`config.mk`:
```
export PLATFORM = sky130hd
export DESIGN_NAME = spim_top
export DESIGN_NICKNAME = d
export VERILOG_FILES = /design/src/hw/spim_reg_pkg.sv /design/src/hw/spim_xfer_pkg.sv /design/src/hw/spim_cmd_if.sv /design/src/hw/spim_bit_if.sv /design/src/hw/spim_regs.sv /design/src/hw/spim_ctrl.sv /design/src/hw/spim_phy.sv /design/src/hw/spim_top.sv
export SDC_FILE = /design/constraint.sdc
export NUM_CORES = 1
export LEC_CHECK = 0
export ABC_AREA = 1
export ABC_CLOCK_PERIOD_IN_PS = 4500
export BUFFER_PORTS_ARGS = -buffer_cell sky130_fd_sc_hd__buf_2
export CAP_MARGIN = 20
export CORE_MARGIN = 1.5
export CORE_UTILIZATION = 55
export CTS_BUF_LIST = sky130_fd_sc_hd__clkbuf_16
export DETAILED_ROUTE_END_ITERATION = 12
export PLACE_DENSITY_LB_ADDON = 0.08
export SLEW_MARGIN = 10
export SYNTH_ARGS = -nofsm -noshare
export SYNTH_HDL_FRONTEND = slang
export SYNTH_HIERARCHICAL = 1
export SYNTH_SLANG_ARGS = --single-unit
export TNS_END_PERCENT = 50
```
`constraint.sdc`:
```
create_clock -name mclk -period 4.5 [get_ports mclk]
set_clock_uncertainty 0.2 [all_clocks]
set_input_delay 0.225 -clock mclk [delete_from_list [all_inputs] [get_ports mclk]]
set_output_delay 0.225 -clock mclk [all_outputs]
set_load 0.1 [all_outputs]
```
`src/hw/spim_reg_pkg.sv`:
```
// spim register map package with bus offsets, field positions and start bits
package spim_reg_pkg;

    // only the low address byte is decoded
    localparam int ADR_DEC_W = 8;
    // byte enables on the register bus
    localparam int SEL_W = 4;

    // register offsets
    localparam logic [ADR_DEC_W-1:0] REG_CTRL  = 8'h00;
    localparam logic [ADR_DEC_W-1:0] REG_CMD   = 8'h04;
    localparam logic [ADR_DEC_W-1:0] REG_ADDR  = 8'h08;
    localparam logic [ADR_DEC_W-1:0] REG_LEN   = 8'h0C;
    localparam logic [ADR_DEC_W-1:0] REG_WDATA = 8'h10;
    localparam logic [ADR_DEC_W-1:0] REG_RDATA = 8'h14;
    localparam logic [ADR_DEC_W-1:0] REG_START = 8'h18;

    // start register bits
    localparam int START_RD_BIT = 0;
    localparam int START_WR_BIT = 1;

    // length register layout
    localparam int LEN_ADDR_LSB  = 0;
    localparam int LEN_DUMMY_LSB = 8;
    localparam int LEN_DATA_LSB  = 16;

    // control register layout, busy is read only
    localparam int CTRL_DIV_LSB  = 0;
    localparam int CTRL_BUSY_BIT = 8;

endpackage

```
`src/hw/spim_xfer_pkg.sv`:
```
// spim transfer package with phase encoding and field widths
package spim_xfer_pkg;

    // every length field
    localparam int LEN_W = 6;
    // serial clock divider
    localparam int DIV_W = 6;

    // flash command byte
    localparam int CMD_W = 8;
    // address word
    localparam int ADDR_W = 32;
    // read and write data word
    localparam int DATA_W = 32;

    // transfer phases, one after the other
    typedef enum logic [2:0] {
        IDLE  = 3'd0,
        CMD   = 3'd1,
        ADDR  = 3'd2,
        DUMMY = 3'd3,
        DATA  = 3'd4,
        DONE  = 3'd5
    } spim_phase_e;

endpackage

```
`src/hw/spim_cmd_if.sv`:
```
// spim command interface carrying one programmed transfer to the sequencer
`timescale 1ns/10ps
interface spim_cmd_if;
    import spim_xfer_pkg::*;

    // request side
    logic               req;
    logic               rd;
    logic               wr;
    logic [CMD_W-1:0]   cmd;
    logic [ADDR_W-1:0]  addr;
    logic [LEN_W-1:0]   addr_len;
    logic [LEN_W-1:0]   dummy_len;
    logic [LEN_W-1:0]   data_len;
    logic [DATA_W-1:0]  wdata;

    // completion side
    logic               ack;
    logic [DATA_W-1:0]  rdata;
    logic               busy;

    modport regs (
        output req, rd, wr, cmd, addr, addr_len, dummy_len, data_len, wdata,
        input  ack, rdata, busy
    );

    modport ctrl (
        input  req, rd, wr, cmd, addr, addr_len, dummy_len, data_len, wdata,
        output ack, rdata, busy
    );

endinterface

```
`src/hw/spim_bit_if.sv`:
```
// spim bit interface between the phase sequencer and the pad shifter
`timescale 1ns/10ps
interface spim_bit_if;

    // sequencer side
    logic cs_active;
    logic bit_vld;
    logic bit_out;
    logic drive_en;

    // pad side
    // bit_take also marks the trailing half period once bit_vld is low
    logic bit_take;
    logic bit_in_vld;
    logic bit_in;

    modport ctrl (
        output cs_active, bit_vld, bit_out, drive_en,
        input  bit_take, bit_in_vld, bit_in
    );

    modport phy (
        input  cs_active, bit_vld, bit_out, drive_en,
        output bit_take, bit_in_vld, bit_in
    );

endinterface

```
`src/hw/spim_regs.sv`:
```
// spim register block, decodes bus accesses and launches flash transfers
`timescale 1ns/10ps
module spim_regs #(
    parameter int WB_WIDTH = 32,
    parameter int DIV_W    = spim_xfer_pkg::DIV_W
) (
    input  logic                           mclk,
    input  logic                           rst_n_i,
    input  logic                           wbd_stb_i,
    input  logic [WB_WIDTH-1:0]            wbd_adr_i,
    input  logic                           wbd_we_i,
    input  logic [WB_WIDTH-1:0]            wbd_dat_i,
    input  logic [spim_reg_pkg::SEL_W-1:0] wbd_sel_i,
    output logic [WB_WIDTH-1:0]            wbd_dat_o,
    output logic                           wbd_ack_o,
    output logic                           wbd_err_o,
    output logic [DIV_W-1:0]               clk_div_o,
    spim_cmd_if.regs                       cmd_o
);
    import spim_reg_pkg::*;
    import spim_xfer_pkg::*;

    localparam int NB = WB_WIDTH / 8;

    logic [ADR_DEC_W-1:0] off;
    logic                 new_acc;
    logic                 mapped;
    logic                 start_wr;
    logic                 start_busy;
    logic [WB_WIDTH-1:0]  rd_mux;
    logic [WB_WIDTH-1:0]  wr_word;
    logic [DIV_W-1:0]     div_q;
    logic [CMD_W-1:0]     cmd_q;
    logic [ADDR_W-1:0]    addr_q;
    logic [LEN_W-1:0]     addr_len_q;
    logic [LEN_W-1:0]     dummy_len_q;
    logic [LEN_W-1:0]     data_len_q;
    logic [DATA_W-1:0]    wdata_q;
    logic [DATA_W-1:0]    rdata_q;
    logic                 req_q;
    logic                 rd_q;
    logic                 wr_q;

    // byte lane merge of bus data into the current register word
    function automatic logic [WB_WIDTH-1:0] be_merge(
        input logic [WB_WIDTH-1:0] old_v,
        input logic [WB_WIDTH-1:0] new_v,
        input logic [SEL_W-1:0]    sel
    );
        logic [WB_WIDTH-1:0] res;
        res = old_v;
        for (int i = 0; i < NB; i++) begin
            if (sel[i]) begin
                res[8*i +: 8] = new_v[8*i +: 8];
            end
        end
        return res;
    endfunction

    //////////////////////////////////////////////////////////////////////
    // decode
    //////////////////////////////////////////////////////////////////////

    assign off     = wbd_adr_i[ADR_DEC_W-1:0];
    // first cycle of a strobe, ack or err not yet given
    assign new_acc = wbd_stb_i && !wbd_ack_o && !wbd_err_o;
    assign wr_word = be_merge(rd_mux, wbd_dat_i, wbd_sel_i);

    assign start_wr   = new_acc && wbd_we_i && (off == REG_START);
    // no second transfer while one is in flight
    assign start_busy = start_wr && cmd_o.busy;

    // readback, fields right aligned and masked
    always_comb begin
        rd_mux = '0;
        mapped = 1'b1;
        case (off)
            REG_CTRL: begin
                rd_mux[CTRL_DIV_LSB +: DIV_W] = div_q;
                rd_mux[CTRL_BUSY_BIT]         = cmd_o.busy;
            end
            REG_CMD:   rd_mux[CMD_W-1:0]  = cmd_q;
            REG_ADDR:  rd_mux[ADDR_W-1:0] = addr_q;
            REG_LEN: begin
                rd_mux[LEN_ADDR_LSB +: LEN_W]  = addr_len_q;
                rd_mux[LEN_DUMMY_LSB +: LEN_W] = dummy_len_q;
                rd_mux[LEN_DATA_LSB +: LEN_W]  = data_len_q;
            end
            REG_WDATA: rd_mux[DATA_W-1:0] = wdata_q;
            REG_RDATA: rd_mux[DATA_W-1:0] = rdata_q;
            // start reads as zero
            REG_START: mapped = 1'b1;
            default:   mapped = 1'b0;
        endcase
    end

    //////////////////////////////////////////////////////////////////////
    // bus response and start pulse
    //////////////////////////////////////////////////////////////////////

    always_ff @(posedge mclk) begin
        if (!rst_n_i) begin
            wbd_ack_o <= 1'b0;
            wbd_err_o <= 1'b0;
            req_q     <= 1'b0;
            rd_q      <= 1'b0;
            wr_q      <= 1'b0;
        end else begin
            wbd_ack_o <= new_acc && mapped && !start_busy;
            wbd_err_o <= new_acc && (!mapped || start_busy);
            req_q     <= 1'b0;
            if (start_wr && !cmd_o.busy && wbd_sel_i[0] &&
                (wbd_dat_i[START_RD_BIT] || wbd_dat_i[START_WR_BIT])) begin
                req_q <= 1'b1;
                rd_q  <= wbd_dat_i[START_RD_BIT];
                wr_q  <= wbd_dat_i[START_WR_BIT];
            end
        end
    end

    // configuration fields
    always_ff @(posedge mclk) begin
        if (!rst_n_i) begin
            div_q       <= '0;
            cmd_q       <= '0;
            addr_q      <= '0;
            addr_len_q  <= '0;
            dummy_len_q <= '0;
            data_len_q  <= '0;
        end else if (new_acc && wbd_we_i) begin
            case (off)
                REG_CTRL: div_q  <= wr_word[CTRL_DIV_LSB +: DIV_W];
                REG_CMD:  cmd_q  <= wr_word[CMD_W-1:0];
                REG_ADDR: addr_q <= wr_word[ADDR_W-1:0];
                REG_LEN: begin
                    addr_len_q  <= wr_word[LEN_ADDR_LSB +: LEN_W];
                    dummy_len_q <= wr_word[LEN_DUMMY_LSB +: LEN_W];
                    data_len_q  <= wr_word[LEN_DATA_LSB +: LEN_W];
                end
                default: ;
            endcase
        end
    end

    // data words and bus read data
    always_ff @(posedge mclk) begin
        if (new_acc && wbd_we_i && (off == REG_WDATA)) begin
            wdata_q <= wr_word[DATA_W-1:0];
        end
        // read data captured at transfer end
        if (cmd_o.ack) begin
            rdata_q <= cmd_o.rdata;
        end
        if (new_acc) begin
            wbd_dat_o <= rd_mux;
        end
    end

    assign clk_div_o       = div_q;
    assign cmd_o.req       = req_q;
    assign cmd_o.rd        = rd_q;
    assign cmd_o.wr        = wr_q;
    assign cmd_o.cmd       = cmd_q;
    assign cmd_o.addr      = addr_q;
    assign cmd_o.addr_len  = addr_len_q;
    assign cmd_o.dummy_len = dummy_len_q;
    assign cmd_o.data_len  = data_len_q;
    assign cmd_o.wdata     = wdata_q;

endmodule

```
`src/hw/spim_ctrl.sv`:
```
// spim phase sequencer, turns one request into a serial bit stream
`timescale 1ns/10ps
module spim_ctrl (
    input  logic     mclk,
    input  logic     rst_n_i,
    spim_cmd_if.ctrl cmd_i,
    spim_bit_if.ctrl bit_o,
    output logic     eot_o
);
    import spim_xfer_pkg::*;

    spim_phase_e       phase_q;
    // following phase, empty ones skipped
    spim_phase_e       phase_nxt;
    // bits left in the current phase
    logic [LEN_W-1:0]  cnt_q;
    logic [LEN_W-1:0]  load_cnt;
    logic [DATA_W-1:0] sh_q;
    logic [DATA_W-1:0] load_sh;
    logic [DATA_W-1:0] rdata_q;
    logic              ack_q;
    logic              in_xfer;
    logic              advance;

    //////////////////////////////////////////////////////////////////////
    // phase selection
    //////////////////////////////////////////////////////////////////////

    assign in_xfer = phase_q inside {CMD, ADDR, DUMMY, DATA};
    // start of a request or last bit of a phase taken
    assign advance = (phase_q == IDLE && cmd_i.req) ||
                     (in_xfer && bit_o.bit_take && cnt_q == LEN_W'(1));

    always_comb begin
        if (phase_q == IDLE) begin
            phase_nxt = CMD;
        end else if (phase_q == CMD && cmd_i.addr_len != '0) begin
            phase_nxt = ADDR;
        end else if (phase_q inside {CMD, ADDR} && cmd_i.dummy_len != '0) begin
            phase_nxt = DUMMY;
        end else if (phase_q inside {CMD, ADDR, DUMMY} && cmd_i.data_len != '0) begin
            phase_nxt = DATA;
        end else begin
            phase_nxt = DONE;
        end
    end

    // length and shift word for the phase being entered
    always_comb begin
        load_cnt = '0;
        load_sh  = sh_q;
        case (phase_nxt)
            CMD: begin
                load_cnt = LEN_W'(CMD_W);
                load_sh  = {cmd_i.cmd, {(DATA_W-CMD_W){1'b0}}};
            end
            ADDR: begin
                // left aligned so the msb leaves first
                load_cnt = cmd_i.addr_len;
                load_sh  = DATA_W'(cmd_i.addr) << (ADDR_W - cmd_i.addr_len);
            end
            DUMMY: load_cnt = cmd_i.dummy_len;
            DATA: begin
                load_cnt = cmd_i.data_len;
                load_sh  = cmd_i.wdata << (DATA_W - cmd_i.data_len);
            end
            default: ;
        endcase
    end

    //////////////////////////////////////////////////////////////////////
    // state and counters
    //////////////////////////////////////////////////////////////////////

    always_ff @(posedge mclk) begin
        if (!rst_n_i) begin
            phase_q <= IDLE;
            cnt_q   <= '0;
            ack_q   <= 1'b0;
        end else begin
            // ack once chip select is released
            ack_q <= (phase_q == DONE) && bit_o.bit_take;
            if (advance) begin
                phase_q <= phase_nxt;
                cnt_q   <= load_cnt;
            end else if (phase_q == DONE && bit_o.bit_take) begin
                phase_q <= IDLE;
            end else if (in_xfer && bit_o.bit_take) begin
                cnt_q <= cnt_q - 1'b1;
            end
        end
    end

    // shift out on falling edges, collect read data on rising edges
    always_ff @(posedge mclk) begin
        if (advance) begin
            sh_q <= load_sh;
        end else if (in_xfer && bit_o.bit_take) begin
            sh_q <= {sh_q[DATA_W-2:0], 1'b0};
        end
        if (advance && phase_nxt == DATA) begin
            rdata_q <= '0;
        end else if (phase_q == DATA && cmd_i.rd && bit_o.bit_in_vld) begin
            rdata_q <= {rdata_q[DATA_W-2:0], bit_o.bit_in};
        end
    end

    assign bit_o.cs_active = (phase_q != IDLE);
    assign bit_o.bit_vld   = in_xfer;
    assign bit_o.bit_out   = sh_q[DATA_W-1];
    // data pin driven for command, address and write data
    assign bit_o.drive_en  = (phase_q inside {CMD, ADDR}) || (phase_q == DATA && cmd_i.wr);

    assign cmd_i.ack   = ack_q;
    assign cmd_i.rdata = rdata_q;
    assign cmd_i.busy  = (phase_q != IDLE);
    assign eot_o       = ack_q;

endmodule

```
`src/hw/spim_phy.sv`:
```
// spim pad shifter, divides mclk into the serial clock and drives the pads
`timescale 1ns/10ps
module spim_phy #(
    parameter int DIV_W = spim_xfer_pkg::DIV_W
) (
    input  logic             mclk,
    input  logic             rst_n_i,
    input  logic [DIV_W-1:0] clk_div_i,
    spim_bit_if.phy          bit_i,
    input  logic [5:0]       io_in_i,
    output logic [5:0]       io_out_o,
    output logic [5:0]       io_oeb_o
);

    logic [DIV_W-1:0] cnt_q;
    logic             sclk_q;
    logic             csn_q;
    logic             tick;
    logic             rise;
    logic             fall;
    logic             release_cs;
    logic             in_vld_q;
    logic             in_q;

    // one tick per half period of div + 1 cycles
    assign tick       = !csn_q && (cnt_q >= clk_div_i);
    assign rise       = tick && !sclk_q && bit_i.bit_vld;
    assign fall       = tick && sclk_q;
    // trailing half period done with no bit pending
    assign release_cs = tick && !sclk_q && !bit_i.bit_vld;

    always_ff @(posedge mclk) begin
        if (!rst_n_i) begin
            cnt_q    <= '0;
            sclk_q   <= 1'b0;
            csn_q    <= 1'b1;
            in_vld_q <= 1'b0;
        end else begin
            in_vld_q <= rise;
            // counter held while deselected
            if (csn_q || tick) begin
                cnt_q <= '0;
            end else begin
                cnt_q <= cnt_q + 1'b1;
            end
            // select one half period ahead of the first rising edge
            if (csn_q && bit_i.cs_active) begin
                csn_q <= 1'b0;
            end else if (release_cs) begin
                csn_q <= 1'b1;
            end
            if (rise) begin
                sclk_q <= 1'b1;
            end else if (fall) begin
                sclk_q <= 1'b0;
            end
        end
    end

    // flash data in sampled at the rising edge
    always_ff @(posedge mclk) begin
        if (rise) begin
            in_q <= io_in_i[3];
        end
    end

    assign bit_i.bit_take   = fall || release_cs;
    assign bit_i.bit_in_vld = in_vld_q;
    assign bit_i.bit_in     = in_q;

    // pad order clk, csn, sdo, unused
    assign io_out_o = {3'b000, bit_i.bit_out, csn_q, sclk_q};
    assign io_oeb_o = {3'b111, !bit_i.drive_en, 1'b0, 1'b0};

endmodule

```
`src/hw/spim_top.sv`:
```
// spim top level, single lane flash master behind a register bus
`timescale 1ns/10ps
module spim_top #(
    parameter int WB_WIDTH = 32,
    parameter int DIV_W    = spim_xfer_pkg::DIV_W
) (
    input  logic                mclk,
    input  logic                rst_n_i,
    input  logic                wbd_stb_i,
    input  logic [WB_WIDTH-1:0] wbd_adr_i,
    input  logic                wbd_we_i,
    input  logic [WB_WIDTH-1:0] wbd_dat_i,
    input  logic [3:0]          wbd_sel_i,
    output logic [WB_WIDTH-1:0] wbd_dat_o,
    output logic                wbd_ack_o,
    output logic                wbd_err_o,
    output logic [1:0]          events_o,
    input  logic [5:0]          io_in_i,
    output logic [5:0]          io_out_o,
    output logic [5:0]          io_oeb_o
);

    logic [DIV_W-1:0] clk_div;
    logic             eot;

    spim_cmd_if cmd_if ();
    spim_bit_if bit_if ();

    spim_regs #(
        .WB_WIDTH (WB_WIDTH),
        .DIV_W    (DIV_W)
    ) u_spim_regs (
        .mclk      (mclk),
        .rst_n_i   (rst_n_i),
        .wbd_stb_i (wbd_stb_i),
        .wbd_adr_i (wbd_adr_i),
        .wbd_we_i  (wbd_we_i),
        .wbd_dat_i (wbd_dat_i),
        .wbd_sel_i (wbd_sel_i),
        .wbd_dat_o (wbd_dat_o),
        .wbd_ack_o (wbd_ack_o),
        .wbd_err_o (wbd_err_o),
        .clk_div_o (clk_div),
        .cmd_o     (cmd_if.regs)
    );

    spim_ctrl u_spim_ctrl (
        .mclk    (mclk),
        .rst_n_i (rst_n_i),
        .cmd_i   (cmd_if.ctrl),
        .bit_o   (bit_if.ctrl),
        .eot_o   (eot)
    );

    spim_phy #(
        .DIV_W (DIV_W)
    ) u_spim_phy (
        .mclk      (mclk),
        .rst_n_i   (rst_n_i),
        .clk_div_i (clk_div),
        .bit_i     (bit_if.phy),
        .io_in_i   (io_in_i),
        .io_out_o  (io_out_o),
        .io_oeb_o  (io_oeb_o)
    );

    // end of transfer pulse and busy level
    assign events_o = {cmd_if.busy, eot};

endmodule

```
==> results.sh <==
export IMPL_layout_min_cycle_time_ps=3710
export IMPL_cp_max_fo=36
export IMPL_grt_pass1_vias=13500
export IMPL_htreeDepth=1
export IMPL_powerDensity_mw_per_mm2=291
export IMPL_grt_remaining_overflow=0
export IMPL_grt_max_degree=63
export IMPL_yosys_area_share_adder=0.00918
export IMPL_cts_root_buffer="clkbuf_16"
export IMPL_power_share_sequential=0.494
export IMPL_io_pins=126
export IMPL_clkLatencyLatePin_ps=560
export IMPL_dieWidth_um=168
export IMPL_clk_pin_slew_worst_paths_ps=60
export IMPL_synth_cells=2073
export IMPL_synth_edff_count=129
export IMPL_numCtsBuffers=27
export IMPL_place_hpwl_mm=33.9
export IMPL_antenna_left=0
export IMPL_rr_endpoint="u_spim_ctrl/sh_q[28]$_DFFE_PP_"
export IMPL_core_mm2=0.0269
export IMPL_nFillCells=2437
export IMPL_synth_top_family_by_area="simple AND/OR/NAND/NOR gates"
export IMPL_status="finished, final reports clean"
export IMPL_place_congestion=0.921
export IMPL_timing_fmax_mhz=269
export IMPL_fin_area_mm2=0.0167
export IMPL_period_share=0.825
export IMPL_grt_setup_unrepaired="no"
export IMPL_power_leakage_nw=7.21
export IMPL_cp_start_kind="register"
export IMPL_async_flop_share=0
export IMPL_synth_cell_type_count=48
export IMPL_critPathCapture="u_spim_ctrl/sh_q[28]$_DFFE_PP_"
export IMPL_r2r_start="u_spim_regs/cmd_o.addr_len[0]$_SDFFE_PN0P_"
export IMPL_startpoint="u_spim_regs/cmd_o.addr_len[0]$_SDFFE_PN0P_"
export IMPL_drt_total_wl_mm=47.4
export IMPL_synth_compound_area_frac=0.0819
export IMPL_clk_path_buf_depth=3
export IMPL_setup_tns_ps=0
export IMPL_antenna_found_initial=0
export IMPL_row_count=60
export IMPL_port_buffers=88
export IMPL_yosys_area_top_type="edfxtp_1"
export IMPL_synth_common_cells="nand3_1, nand2_1, nor2_1, inv_1, edfxtp_1"
export IMPL_start_util=0.558
export IMPL_p_int_mw=3.68
export IMPL_worst_pin_slew_ps=1090
export IMPL_pwr_share_comb=0.067
export IMPL_worstPathRequired_ps=4620
export IMPL_setup_viol_count_final=0
export IMPL_cts_sinks=249
export IMPL_diodes=0
export IMPL_synth_mux_area_frac=0.000668
export IMPL_area_growth_pct=11.3
export IMPL_dpl_cell_area_mm2=0.0154
export IMPL_cap_violations=0
export IMPL_p_sw_mw=1.18
export IMPL_synth_top_area_frac=0.258
export IMPL_crit_type="reg -> reg"
export IMPL_vias_per_cell=6.03
export IMPL_hold_class="in -> reg"
export IMPL_r2r_setup_slack_ps=790
export IMPL_avgRoutedWirePerCell_um=19.0
export IMPL_synth_seq_area_share=0.419
export IMPL_post_cts_buffers=0
export IMPL_reg2reg_depth=12
export IMPL_yosys_area_share_simple=0.393
export IMPL_firstDrtPassIters=6
export IMPL_clockPowerShare=0.440
export IMPL_postSynthAreaPerCell_um2=7.23
export IMPL_yosysWarnings=6
export IMPL_slew_viol_final=0
export IMPL_sw_frac_of_total=0.243
export IMPL_drt_iter0_drc=2004
export IMPL_max_slew_margin_rel=0.273
export IMPL_end_kind="register"
export IMPL_die_y_um=168
export IMPL_netlist_top_cells_area="edfxtp_1, nand3_1, dfxtp_1"
export IMPL_synth_xor_xnor_area_share=0.00735
export IMPL_grt_usage=0.335
export IMPL_grt_pass1_wl_mm=74.1
export IMPL_netlist_area_mm2=0.0150
export IMPL_drc_errors=0
export IMPL_worstPathArrival_ps=3840
export IMPL_hold_violations=0
export IMPL_die_area_mm2=0.0283
export IMPL_ys_flop_type="edfxtp_1"
export IMPL_yosysMostFrequentCell="nand3_1"
export IMPL_via_count=15000
export IMPL_cts_tree="done"
export IMPL_ys_seq_elements=249
export IMPL_drive_above_1_share=0.103
export IMPL_nNetsFinal=2218
export IMPL_ir_drop_mv=0.287
-- flip-flops by register name, summed over array words and instances (netlist names), 8 cells and up --
signal                   flops
u_spim_regs/wbd_dat_o       32
u_spim_ctrl/sh_q            32
u_spim_regs/rdata_q         32
u_spim_regs/cmd_o.addr      32
u_spim_ctrl/cmd_i.rdata     32
u_spim_regs/cmd_o.wdata     32
u_spim_regs/cmd_o.cmd        8
-- area by class of cell --
class,count,area (um2),share of cell area
Clock buffer,27,676,0.0405
Clock inverter,23,168,0.0101
Inverter,153,577,0.0346
Multi-Input combinational cell,1533,7420,0.445
Sequential cell,249,6280,0.376
Tap cell,341,427,0.0256
Timing Repair Buffer,165,1140,0.0683
-- stage by stage --
stage	worst slack, ps	hold WS (ps)	cells	util	total power, mW
floorplan	467	124	2079	-	2.67
CTS	850	37.7	2491	0.621	4.88
detailed placement	878	204	2393	0.571	2.73
global route	414	120	2491	0.621	4.98
global placement	897	203	2393	0.571	2.73
finish	786	81.0	2491	0.621	4.85
-- critical path: stages, from the launching register on --
cell and delay (ps):
dfxtp_1 320, inv_2 440, ha_1 230, buf_4 310, clkinv_1 810, nand4_1 450
nand2_1 140, nand2_1 100, nand2_1 70, nand3_1 90, nand3b_1 100, nor2_1 150
nor2_1 50
-- placed cells by master, fill, tap and decap left out, drive strengths merged, types with 2 or more instances in the layout --
cell           n
a31oi         13
bufinv         2
nand2        409
inv          162
o221ai         2
a211oi         2
nor2         180
edfxtp       129
dlygate4sd3   48
conb           8
nor3           7
o22ai          3
clkbuf        27
ha            11
nand4         47
a21oi        120
clkinv        12
nand3        600
xor2           6
buf          117
dfxtp        120
o21ai         89
nand3b         2
xnor2          4
or2           23
-- repair_timing --
item / in CTS / in global routing
endpoints found under the hold margin: 99 / 0
hold buffers: 48 / 0
resized for setup: 0 / 0
setup endpoints to repair: 0 / 0
-- metal layers --
layer,GRT usage,part of all wire,vias to the layer above
li1,-,-,7205
met1,0.467,0.43,7024
met2,0.538,0.45,704
met3,0.0520,0.087,80
met4,0.102,0.029,0
met5,0,0,-
-- worst min path at each step --
| stage | startpoint | to | slack [ps] | depth (start not counted) |
|---|---|---|---|---|
| after floorplan | io_in_i[3] | u_spim_phy/bit_i.bit_in$_DFFE_PP_ | 120 | 0 |
| after global placement | io_in_i[3] | u_spim_phy/bit_i.bit_in$_DFFE_PP_ | 200 | 1 |
| after detailed placement | io_in_i[3] | u_spim_phy/bit_i.bit_in$_DFFE_PP_ | 200 | 1 |
| after CTS | wbd_sel_i[2] | u_spim_regs/cmd_o.addr[22]$_SDFFE_PN0P_ | 40 | 6 |
| after global routing | wbd_sel_i[2] | u_spim_regs/cmd_o.addr[23]$_SDFFE_PN0P_ | 120 | 6 |
| final | rst_n_i | u_spim_ctrl/cnt_q[0]$_SDFFE_PN0P_ | 80 | 4 |
-- power groups by stage --
stage               clock (mW)  sequential [mW]  combinational, mW
CTS                       2.16             2.40              0.319
finish                    2.13             2.40              0.324
global placement             0             2.44              0.285
floorplan                    0             2.55              0.122
global route              2.24             2.39              0.340
detailed placement           0             2.44              0.287
-- kinds of logic after synthesis --
kind of cell             after synthesis
XOR/XNOR                              10
adder cells (fa/ha/maj)               11
AO/OA/AOI/OAI                        233
AND/OR/NAND/NOR                     1270
other                                  2
buffers and inverters                297
multiplexers                           1
flip-flops                           249
(Power assumes the default switching activity.)
